$ cat src/logic/rv_pkg.sv
// word-only rv32i subset; apb word index is paddr[9:2], paddr[10] selects data memory
package rv_pkg;

   parameter int XLEN   = 32;   // data and address width
   parameter int REG_AW = 5;    // register index width
   parameter int APB_AW = 12;   // apb address width

   // kept major opcodes
   typedef enum logic [6:0] {
      OPC_OP     = 7'b0110011,
      OPC_OP_IMM = 7'b0010011,
      OPC_LUI    = 7'b0110111,
      OPC_LOAD   = 7'b0000011,
      OPC_STORE  = 7'b0100011,
      OPC_BRANCH = 7'b1100011,
      OPC_JAL    = 7'b1101111
   } opcode_e;

   typedef enum logic [3:0] {
      ALU_ADD,
      ALU_SUB,
      ALU_AND,
      ALU_OR,
      ALU_XOR,
      ALU_SLT,
      ALU_SLL,
      ALU_SRL,
      ALU_PASS_B     // lui takes the immediate as is
   } alu_op_e;

   typedef enum logic [1:0] {
      WB_ALU,
      WB_MEM,
      WB_PC4
   } wb_sel_e;

   typedef enum logic [1:0] {
      BR_NONE,
      BR_EQ,
      BR_NE,
      BR_LT           // signed
   } br_kind_e;

   // addi x0,x0,0
   parameter logic [XLEN-1:0] NOP_INSTR = 32'h0000_0013;

endpackage

$ cat src/logic/rv_alu.sv
// no arithmetic right shift and no unsigned compare; shift amount is b_i[4:0]
`timescale 1ns/100ps

module rv_alu (
   input  logic [rv_pkg::XLEN-1:0] a_i,
   input  logic [rv_pkg::XLEN-1:0] b_i,
   input  rv_pkg::alu_op_e         op_i,
   output logic [rv_pkg::XLEN-1:0] result_o
);

   import rv_pkg::*;

   logic [4:0] shamt;
   logic       lt;

   assign shamt = b_i[4:0];
   assign lt    = $signed(a_i) < $signed(b_i);

   always_comb begin
      case (op_i)
         ALU_ADD:    result_o = a_i + b_i;
         ALU_SUB:    result_o = a_i - b_i;
         ALU_AND:    result_o = a_i & b_i;
         ALU_OR:     result_o = a_i | b_i;
         ALU_XOR:    result_o = a_i ^ b_i;
         ALU_SLT:    result_o = {{(XLEN-1){1'b0}}, lt};
         ALU_SLL:    result_o = a_i << shamt;
         ALU_SRL:    result_o = a_i >> shamt;
         ALU_PASS_B: result_o = b_i;
         default:    result_o = '0;
      endcase
   end

endmodule

$ cat src/logic/rv_decoder.sv
// rv32i subset only; every other encoding decodes to a no-op with no register or memory write
`timescale 1ns/100ps

module rv_decoder (
   input  logic [rv_pkg::XLEN-1:0]   instr_i,
   output logic [rv_pkg::REG_AW-1:0] rs1_o,
   output logic [rv_pkg::REG_AW-1:0] rs2_o,
   output logic [rv_pkg::REG_AW-1:0] rd_o,
   output logic [rv_pkg::XLEN-1:0]   imm_o,
   output rv_pkg::alu_op_e           alu_op_o,
   output logic                      alu_src_imm_o,
   output logic                      reg_write_o,
   output logic                      mem_write_o,
   output rv_pkg::wb_sel_e           wb_sel_o,
   output rv_pkg::br_kind_e          br_kind_o,
   output logic                      jal_o
);

   import rv_pkg::*;

   opcode_e    opcode;
   logic [2:0] funct3;
   logic       f7b5;

   assign opcode = opcode_e'(instr_i[6:0]);
   assign funct3 = instr_i[14:12];
   assign f7b5   = instr_i[30];
   assign rs1_o  = instr_i[19:15];
   assign rs2_o  = instr_i[24:20];
   assign rd_o   = instr_i[11:7];

   always_comb begin
      alu_op_o      = ALU_ADD;
      alu_src_imm_o = 1'b0;
      reg_write_o   = 1'b0;
      mem_write_o   = 1'b0;
      wb_sel_o      = WB_ALU;
      br_kind_o     = BR_NONE;
      jal_o         = 1'b0;
      imm_o         = '0;
      case (opcode)
         OPC_OP: begin
            reg_write_o = 1'b1;
            case (funct3)
               3'b000: alu_op_o = f7b5 ? ALU_SUB : ALU_ADD;
               3'b111: alu_op_o = ALU_AND;
               3'b110: alu_op_o = ALU_OR;
               3'b100: alu_op_o = ALU_XOR;
               3'b010: alu_op_o = ALU_SLT;
               3'b001: alu_op_o = ALU_SLL;
               3'b101: begin
                  alu_op_o    = ALU_SRL;
                  reg_write_o = !f7b5;   // sra not supported
               end
               default: reg_write_o = 1'b0;
            endcase
         end
         OPC_OP_IMM: begin
            reg_write_o   = 1'b1;
            alu_src_imm_o = 1'b1;
            imm_o         = {{20{instr_i[31]}}, instr_i[31:20]};
            case (funct3)
               3'b000: alu_op_o = ALU_ADD;
               3'b111: alu_op_o = ALU_AND;
               3'b110: alu_op_o = ALU_OR;
               3'b100: alu_op_o = ALU_XOR;
               3'b010: alu_op_o = ALU_SLT;
               default: reg_write_o = 1'b0;   // immediate shifts dropped
            endcase
         end
         OPC_LUI: begin
            reg_write_o   = 1'b1;
            alu_src_imm_o = 1'b1;
            alu_op_o      = ALU_PASS_B;
            imm_o         = {instr_i[31:12], 12'b0};
         end
         OPC_LOAD: begin
            reg_write_o   = (funct3 == 3'b010);   // lw only
            alu_src_imm_o = 1'b1;
            wb_sel_o      = WB_MEM;
            imm_o         = {{20{instr_i[31]}}, instr_i[31:20]};
         end
         OPC_STORE: begin
            mem_write_o   = (funct3 == 3'b010);   // sw only
            alu_src_imm_o = 1'b1;
            imm_o         = {{20{instr_i[31]}}, instr_i[31:25], instr_i[11:7]};
         end
         OPC_BRANCH: begin
            imm_o = {{19{instr_i[31]}}, instr_i[31], instr_i[7], instr_i[30:25],
                     instr_i[11:8], 1'b0};
            case (funct3)
               3'b000: br_kind_o = BR_EQ;
               3'b001: br_kind_o = BR_NE;
               3'b100: br_kind_o = BR_LT;
               default: br_kind_o = BR_NONE;
            endcase
         end
         OPC_JAL: begin
            jal_o       = 1'b1;
            reg_write_o = 1'b1;
            wb_sel_o    = WB_PC4;   // link value
            imm_o       = {{11{instr_i[31]}}, instr_i[31], instr_i[19:12], instr_i[20],
                           instr_i[30:21], 1'b0};
         end
         default: ;
      endcase
   end

endmodule

$ cat src/logic/rv_execute.sv
// forwards only from writeback, enough here since data memory reads are combinational
`timescale 1ns/100ps

module rv_execute (
   input  logic                      clk_i,
   input  logic                      t_intr,
   input  logic [rv_pkg::XLEN-1:0]   instr_d_i,
   input  logic [rv_pkg::XLEN-1:0]   pc_d_i,
   input  logic                      wb_we_i,
   input  logic [rv_pkg::REG_AW-1:0] wb_rd_i,
   input  logic [rv_pkg::XLEN-1:0]   wb_data_i,
   output logic                      redirect_o,
   output logic [rv_pkg::XLEN-1:0]   redirect_pc_o,
   output logic [rv_pkg::XLEN-1:0]   alu_m_o,
   output logic [rv_pkg::XLEN-1:0]   store_data_m_o,
   output logic [rv_pkg::REG_AW-1:0] rd_m_o,
   output logic                      reg_write_m_o,
   output logic                      mem_write_m_o,
   output rv_pkg::wb_sel_e           wb_sel_m_o,
   output logic [rv_pkg::XLEN-1:0]   pc4_m_o
);

   import rv_pkg::*;

   logic [REG_AW-1:0] rs1;
   logic [REG_AW-1:0] rs2;
   logic [REG_AW-1:0] rd;
   logic [XLEN-1:0]   imm;
   alu_op_e           alu_op;
   logic              alu_src_imm;
   logic              reg_write;
   logic              mem_write;
   wb_sel_e           wb_sel;
   br_kind_e          br_kind;
   logic              jal;
   logic [XLEN-1:0]   rdata1;
   logic [XLEN-1:0]   rdata2;
   logic [XLEN-1:0]   op_a;
   logic [XLEN-1:0]   op_b;
   logic [XLEN-1:0]   alu_res;
   logic              br_taken;

   rv_decoder u_decoder (
      .instr_i       (instr_d_i),
      .rs1_o         (rs1),
      .rs2_o         (rs2),
      .rd_o          (rd),
      .imm_o         (imm),
      .alu_op_o      (alu_op),
      .alu_src_imm_o (alu_src_imm),
      .reg_write_o   (reg_write),
      .mem_write_o   (mem_write),
      .wb_sel_o      (wb_sel),
      .br_kind_o     (br_kind),
      .jal_o         (jal)
   );

   rv_regfile u_regfile (
      .clk_i    (clk_i),
      .t_intr   (t_intr),
      .we_i     (wb_we_i),
      .waddr_i  (wb_rd_i),
      .wdata_i  (wb_data_i),
      .raddr1_i (rs1),
      .raddr2_i (rs2),
      .rdata1_o (rdata1),
      .rdata2_o (rdata2)
   );

   // writeback lands at the same edge, so bypass it
   assign op_a = (wb_we_i && wb_rd_i != '0 && wb_rd_i == rs1) ? wb_data_i : rdata1;
   assign op_b = (wb_we_i && wb_rd_i != '0 && wb_rd_i == rs2) ? wb_data_i : rdata2;

   rv_alu u_alu (
      .a_i      (op_a),
      .b_i      (alu_src_imm ? imm : op_b),
      .op_i     (alu_op),
      .result_o (alu_res)
   );

   always_comb begin
      case (br_kind)
         BR_EQ:   br_taken = (op_a == op_b);
         BR_NE:   br_taken = (op_a != op_b);
         BR_LT:   br_taken = ($signed(op_a) < $signed(op_b));
         default: br_taken = 1'b0;
      endcase
   end

   assign redirect_o    = br_taken || jal;
   assign redirect_pc_o = pc_d_i + imm;   // own adder, alu stays free

   // execute/memory register
   always_ff @(posedge clk_i or posedge t_intr) begin
      if (t_intr) begin
         reg_write_m_o <= 1'b0;
         mem_write_m_o <= 1'b0;
         wb_sel_m_o    <= WB_ALU;
      end else begin
         reg_write_m_o <= reg_write;
         mem_write_m_o <= mem_write;
         wb_sel_m_o    <= wb_sel;
      end
   end

   always_ff @(posedge clk_i) begin
      alu_m_o        <= alu_res;
      store_data_m_o <= op_b;
      rd_m_o         <= rd;
      pc4_m_o        <= pc_d_i + XLEN'(4);
   end

endmodule

$ cat src/logic/rv_regfile.sv
// two combinational read ports and one write port; x0 reads zero and ignores writes
`timescale 1ns/100ps

module rv_regfile (
   input  logic                      clk_i,
   input  logic                      t_intr,
   input  logic                      we_i,
   input  logic [rv_pkg::REG_AW-1:0] waddr_i,
   input  logic [rv_pkg::XLEN-1:0]   wdata_i,
   input  logic [rv_pkg::REG_AW-1:0] raddr1_i,
   input  logic [rv_pkg::REG_AW-1:0] raddr2_i,
   output logic [rv_pkg::XLEN-1:0]   rdata1_o,
   output logic [rv_pkg::XLEN-1:0]   rdata2_o
);

   import rv_pkg::*;

   logic [XLEN-1:0] regs [1:31];   // x0 has no storage

   always_ff @(posedge clk_i or posedge t_intr) begin
      if (t_intr) begin
         for (int i = 1; i < 32; i++) begin
            regs[i] <= '0;
         end
      end else if (we_i && waddr_i != '0) begin
         regs[waddr_i] <= wdata_i;
      end
   end

   assign rdata1_o = (raddr1_i == '0) ? '0 : regs[raddr1_i];
   assign rdata2_o = (raddr2_i == '0) ? '0 : regs[raddr2_i];

endmodule

$ cat config.mk
export PLATFORM = sky130hd
export DESIGN_NAME = rv_execute
export DESIGN_NICKNAME = d
export VERILOG_FILES = /design/src/logic/rv_pkg.sv /design/src/logic/rv_alu.sv /design/src/logic/rv_decoder.sv /design/src/logic/rv_execute.sv /design/src/logic/rv_regfile.sv
export SDC_FILE = /design/constraint.sdc
export NUM_CORES = 2
export LEC_CHECK = 0
export BUFFER_PORTS_ARGS = -buffer_cell sky130_fd_sc_hd__buf_2
export CAP_MARGIN = 30
export CORE_MARGIN = 3
export CORE_UTILIZATION = 25
export DETAILED_ROUTE_END_ITERATION = 10
export GPL_TIMING_DRIVEN = 0
export PLACE_DENSITY = 0.37
export SYNTH_ARGS = -nofsm -noshare
export SYNTH_HDL_FRONTEND = slang
export SYNTH_SLANG_ARGS = --single-unit
$ cat constraint.sdc
create_clock -name clk_i -period 37.2 [get_ports clk_i]
set_input_delay 1.86 -clock clk_i [delete_from_list [all_inputs] [get_ports clk_i]]
set_output_delay 1.86 -clock clk_i [all_outputs]
set_load 0.02 [all_outputs]
# Yosys cells after proc, flatten, opt, wreduce, memory -nomap -nowiden
# Cells that the tools add are included.
dict set report op_classes {
  addsub 4
  n_lt_le_gt_ge 6
  eq_ne 28
  n_shift 2
  n_mux 30
  n_bitwise 6
  reduce_logical 16
}
# cell n
set op_table {}
lappend op_table {{992-bit bitwise mux} 1}
lappend op_table {{32-bit binary-select mux with 5-bit select} 2}
lappend op_table {{32-bit two-way mux} 10}
lappend op_table {{32-bit one-hot mux with 9 select lines} 1}
lappend op_table {{32-bit demux with 5-bit select} 1}
lappend op_table {{32-bit one-hot mux with 5 select lines} 1}
lappend op_table {{32-bit adder} 2}
lappend op_table {{32-bit < comparator} 2}
lappend op_table {{32-bit by 3-bit adder with 32-bit output (second input constant)} 1}
lappend op_table {{32-bit bitwise AND} 1}
lappend op_table {{32-bit equality test} 1}
lappend op_table {{32-bit != test} 1}
lappend op_table {{32-bit OR} 1}
lappend op_table {{32-bit by 5-bit left shift with 32-bit output} 1}
lappend op_table {{32-bit by 5-bit right shift with 32-bit output} 1}
lappend op_table {{32-bit subtractor} 1}
lappend op_table {{32-bit bitwise XOR} 1}
lappend op_table {{4-bit one-hot mux with 7 select lines} 1}
lappend op_table {{7-bit by 6-bit equality test with 1-bit output (second input constant)} 3}
lappend op_table {{6-bit greater-or-equal comparator (second input constant)} 3}
lappend op_table {{5-bit inverter with 6-bit output} 3}
lappend op_table {{4-bit by 3-bit equality test with 1-bit output (second input constant)} 4}
lappend op_table {{7-bit equality test (second input constant)} 2}
lappend op_table {{3-bit equality test (second input constant)} 4}
lappend op_table {{31 further kinds} 43}
dict set report totals {
  ff_bits 1097
  inputBits 104
  output_inout_bits 138
  elab_cells 130
}

# Depth between registers and ports, before layout
dict set report depth {
  word_depth 9
  mapped_depth 30
  depth_no_buf 21
}

# Modules after synthesis
# Synthesis repeated with hierarchy kept, for this count alone.
dict set report unflattened {
  hier_cells 5808
  hier_area_um2 69163.8
}
# module instances cells_per_inst area_each_um2 seq_area_each_um2
set by_module_without_submodules {}
lappend by_module_without_submodules {rv_regfile 1 3766 53456.3 24823.8}
lappend by_module_without_submodules {rv_alu 1 1243 8405.6 0.0}
lappend by_module_without_submodules {rv_execute 1 689 6522.5 2122.0}
lappend by_module_without_submodules {rv_decoder 1 110 779.5 0.0}

# Worst setup path before layout
# OpenSTA, ideal clock, no wires.
dict set report synth_path {
  path_type {input to output}
  start {input instr_d_i[20] (netlist name)}
  end {output redirect_o}
  arrival_ns 6.779
  t_required_ns 35.340
  path_slack_ns 28.561
  stages 24
  n_path_buf 8
  cell_sequence {buf_6 > buf_6 > buf_6 > buf_4 > buf_4 > buf_4 > buf_2 > buf_1 > mux4_2 > mux2_2 > o2111ai_1 > nand2_1 > inv_1 > ha_1 > a21o_1 > a21o_1 > a21o_1 > a21o_1 > a21o_1 > a211oi_1 > o21ai_0 > a31oi_1 > mux2i_1 > o21ai_0}
}
dict set report synth_between {
  elab_chain_cells 9
  elab_cells_between_ends 14
  classes_between {order compare (1); eq/ne (3); mux (6); bitwise (1); reduce/logical (3)}
}
# item line_no
set synth_lines {}
lappend synth_lines {{from (decl)} rv_execute.sv:7} ;# input logic [rv_pkg::XLEN-1:0] instr_d_i,
lappend synth_lines {{5-bit inverter with 6-bit output (not written as such)} rv_regfile.sv:31} ;# assign rdata2_o = (raddr2_i == '0) ? '0 : regs[raddr2_i];
lappend synth_lines {{32-bit binary-select mux with 5-bit select} rv_regfile.sv:31}
lappend synth_lines {{32-bit two-way mux (not written as such) (2 in a row)} rv_regfile.sv:31}
lappend synth_lines {{32-bit two-way mux} rv_regfile.sv:31}
lappend synth_lines {{32-bit two-way mux (*)} rv_execute.sv:72} ;# assign op_b = (wb_we_i && wb_rd_i != '0 && wb_rd_i == rs2) ? wb_data_i : rdata2;
lappend synth_lines {{net op_b[10]} rv_execute.sv:39} ;# logic [XLEN-1:0] op_b;
lappend synth_lines {{32-bit < comparator, or another cell as far along} rv_execute.sv:85} ;# BR_LT: br_taken = ($signed(op_a) < $signed(op_b));
lappend synth_lines {{1-bit one-hot mux with 3 select lines (*)} rv_execute.sv:82} ;# case (br_kind)
lappend synth_lines {{1-bit logical OR (*)} rv_execute.sv:90} ;# assign redirect_o = br_taken || jal;
lappend synth_lines {{to (decl)} rv_execute.sv:12} ;# output logic redirect_o,
# The timed path passes the listed nets; every way through them passes the cells marked *. The select of a mux whose other input is x is not followed.

# Worst setup path in the final report
dict set report layout_path {
  start {input instr_d_i[21] (netlist name)}
  end {output redirect_o}
}
# Same word-level chain as after synthesis.

==> run_results.csv <==
group,metric,value,unit
clock_network,postCtsHoldBufs,0,
drt,vias,57593,
grt,grt_pass1_vias,56183,
setup_path,start_kind,"primary input",
clock_network,clkTransAtPathRegs,50,ps
timing,relSlewSlack,0.148,
yosys,ys_warn_count,0,
setup_path,crit_top_cell,"buf_2",
grt,antenna_found_initial,53,
timing,finalHoldViolCount,0,
final_layout,area_growth,19.3,%
drt,via_per_inst,5.77,
drt,highest_layer,"met5",
die,die_x,529,um
drt,firstDrtPassIters,7,
setup_path,critPathSlowestCell,"clkbuf_1",
power_and_ir_drop,switching_share,0.375,
yosys,synth.distinct_cells,96,
power_and_ir_drop,worst_ir_drop_vdd,31.7,uV
setup_path,critPathRequiredTime,35340,ps
clock_network,cts_setup_buffers,0,
place,gp_congestion,0.967,
drt,wl_met2,179,mm
timing,holdWs,523,ps
yosys,ys_seq_area_frac,0.393,
timing,slew_violations,0,
grt,overflow,0,
final_layout,final_cells,9976,
timing,finalClockSkew,56.1,ps
power_and_ir_drop,pwr-share-comb,0.340,
yosys,synth-edff-count,0,
power_and_ir_drop,power_frac_seq,0.346,
power_and_ir_drop,power.switching,1.74,mW
drt,drt_iter0_markers,6700,
die,rows,191,
drt,ant_nets,0,
die,fp.dieH,529,um
final_layout,final_core_utilization,0.301,
run_status,status,"complete, no violations",
yosys,synth_area,68500,um2
grt,grt_usage,0.281,
place,placedCellCount,9700,
die,initial_utilization,0.252,
min_path,min-delay-start,"u_regfile.regs[274]$_DFFE_PP0P_",
timing,finalCritPeriodShare,0.314,
final_layout,fillers,27745,
setup_path,r2r_start,"u_regfile.regs[64]$_DFFE_PP0P_",
clock_network,clk_latency,880,ps
final_layout,fin_area,81700,um2
min_path,hold_class,"reg2reg",
drt,wirelength,403,mm
place,dp_hpwl,307,mm
clock_network,clock_sinks,1097,
setup_path,cp-end-kind,"primary output",
yosys,ys.flop_type,"dfrtp_1",
clock_network,cts-buffers-inserted,144,
setup_path,cp.arrival,9820,ps
clock_network,cts-root-buf,"clkbuf_16",
yosys,synthCells,5728,
setup_path,worstRegToRegCells,22,
setup_path,critical_path_class,"in2out",
power_and_ir_drop,leakagePower,34.9,nW
timing,tightest_slew,1280,ps
final_layout,mostFrequentLayoutCell,"mux2_2",
final_layout,drive_gt1_frac,0.374,
place,portBuffers,232,
power_and_ir_drop,finalPower,4.62,mW
timing,rsz0062_at_grt,"false",
power_and_ir_drop,p_int,2.89,mW
yosys,ys_seq_elements,1097,
die,die_area,280000,um2
power_and_ir_drop,pwr_density_cell,56.6,nW/um2
clock_network,ctsLongestPathBuffers,3,
final_layout,multiInputGateArea,38900,um2
yosys,async_reset_ff_frac,0.908,
place,placed_area,76800,um2
drt,routedWlPerCell,40.4,um
timing,period_minus_slack,11680,ps
job,drv_cap,0,
clock_network,cts_tree,"built",
clock_network,post_cts_resized,0,
timing,final.setup.tns,0,ps
final_layout,final_cell_mix,"mux2_2, dfrtp_1, mux4_2",
timing,max_freq,0.0856,GHz
yosys,syn-num-nets,5994,
place,place_ws,24860,ps
clock_network,cts_max_level,4,
die,coreArea,272000,um2
final_layout,seqCellArea,26900,um2
min_path,whs_path_depth,1,
setup_path,rr_endpoint,"alu_m_o[20]$_SDFF_PN0_",
setup_path,cpPeakStageDelay,850,ps
drt,routedLengthMet1,172,mm
final_layout,nets,6545,
timing,setup_ws,25520,ps
die,pin_count,242,
drt,drc_errors,0,
timing,setup_viol,0,
setup_path,crit_path_max_fanout,10,
power_and_ir_drop,p_clk_frac,0.313,
grt,grt_pass1_wl,533,mm
grt,grt_max_degree,120,
setup_path,r2r_setup_slack,29460,ps
drt,wl_met3,30.0,mm
min_path,hold_end,"u_regfile.regs[274]$_DFFE_PP0P_",
yosys,avgSynthCellArea,12.0,um2
==> cells in the mapped netlist, types with 13 or more instances <==
| master | instances | area share |
|---|---|---|
| or3_1 | 14 | 0.0013 |
| o22ai_1 | 20 | 0.0018 |
| a21o_1 | 48 | 0.0053 |
| a31oi_1 | 32 | 0.0029 |
| ha_1 | 159 | 0.029 |
| a221oi_1 | 57 | 0.0073 |
| a21oi_1 | 198 | 0.014 |
| o21ai_0 | 186 | 0.014 |
| mux2_2 | 1070 | 0.18 |
| buf_4 | 21 | 0.0023 |
| a22oi_1 | 101 | 0.011 |
| nand2b_1 | 32 | 0.0029 |
| o221ai_1 | 14 | 0.0018 |
| nand4_1 | 36 | 0.0033 |
| inv_1 | 143 | 0.0078 |
| or2_2 | 13 | 0.0012 |
| buf_1 | 72 | 0.0039 |
| xnor2_1 | 74 | 0.0095 |
| dfxtp_1 | 101 | 0.030 |
| nand3_1 | 94 | 0.0069 |
| o21bai_1 | 19 | 0.0021 |
| mux2i_1 | 202 | 0.030 |
| xor2_1 | 17 | 0.0022 |
| o211ai_1 | 27 | 0.0030 |
| a211o_1 | 14 | 0.0018 |
| buf_2 | 86 | 0.0063 |
| and2_1 | 23 | 0.0021 |
| o21a_1 | 38 | 0.0042 |
| nand2_1 | 367 | 0.020 |
| nor2_1 | 244 | 0.013 |
| mux4_2 | 466 | 0.15 |
| clkbuf_1 | 323 | 0.018 |
| nor3_1 | 54 | 0.0039 |
| nor2b_1 | 27 | 0.0025 |
| a221o_1 | 18 | 0.0026 |
| dfrtp_1 | 996 | 0.36 |
| a22o_1 | 53 | 0.0068 |
| and3_1 | 25 | 0.0023 |
| nor4_1 | 19 | 0.0017 |
| a211oi_1 | 23 | 0.0025 |
| o2111ai_1 | 14 | 0.0018 |
==> registers in the layout, summed over array words and instances, names as in the netlist <==
| register | count |
|---|---|
| pc4_m_o | 32 |
| reg_write_m_o | 1 |
| u_regfile.regs | 992 |
| mem_write_m_o | 1 |
| alu_m_o | 32 |
| store_data_m_o | 32 |
| wb_sel_m_o | 2 |
| rd_m_o | 5 |
==> cell type report <==
type,instances,area share
tap,3570,0.0546
inverter,150,0.00700
clock buffer,210,0.0513
sequential,1097,0.330
timing repair buffer,405,0.0455
antenna,18,0.000551
multi-input combinational,3969,0.476
clock inverter,45,0.00770
buffer,512,0.0275
==> worst max path at each step <==
stage / from / end
floorplan: t_intr / mem_write_m_o$_DFF_PP0_
global placement: t_intr / u_regfile.regs[724]$_DFFE_PP0P_
detailed placement: instr_d_i[21] / alu_m_o[27]$_SDFF_PN0_
CTS: instr_d_i[21] / redirect_o
global route: instr_d_i[21] / redirect_o
finish: instr_d_i[21] / redirect_o
==> worst max-delay path: cells and delay by family <==
| kind | cells | cell delay (ps) |
|---|---|---|
| multiplexers | 3 | 720 |
| AO/OA/AOI/OAI | 10 | 2360 |
| buffers and inverters | 11 | 4340 |
| AND/OR/NAND/NOR | 2 | 140 |
| adder cells (fa/ha/maj) | 1 | 300 |
==> cell families after synthesis <==
| kind of cell | share of synthesized area |
|---|---|
| muxes | 0.359 |
| DFF | 0.393 |
| AOI/OAI and AO/OA | 0.100 |
| and+or+nand+nor | 0.0661 |
| buffers and inverters | 0.0401 |
| adders and majority gates | 0.0301 |
| xor gates and xnor gates | 0.0116 |
==> power groups by stage <==
| stage | Sequential [mW] | Combinational (mW) | Clock, mW |
|---|---|---|---|
| after floorplan | 1.60 | 0.893 | 0 |
| after CTS | 1.59 | 1.54 | 1.47 |
| after detailed placement | 1.61 | 1.54 | 0 |
| final | 1.60 | 1.57 | 1.45 |
| after global placement | 1.61 | 1.51 | 0 |
| after global routing | 1.63 | 1.63 | 1.52 |
==> per-layer routing <==
metal | vias to the layer above | global-route usage
li1 | 22908 | -
met1 | 30949 | 0.376
met2 | 2990 | 0.431
met3 | 725 | 0.0556
met4 | 21 | 0.140
met5 | - | 0
(Power assumes the default switching activity.)
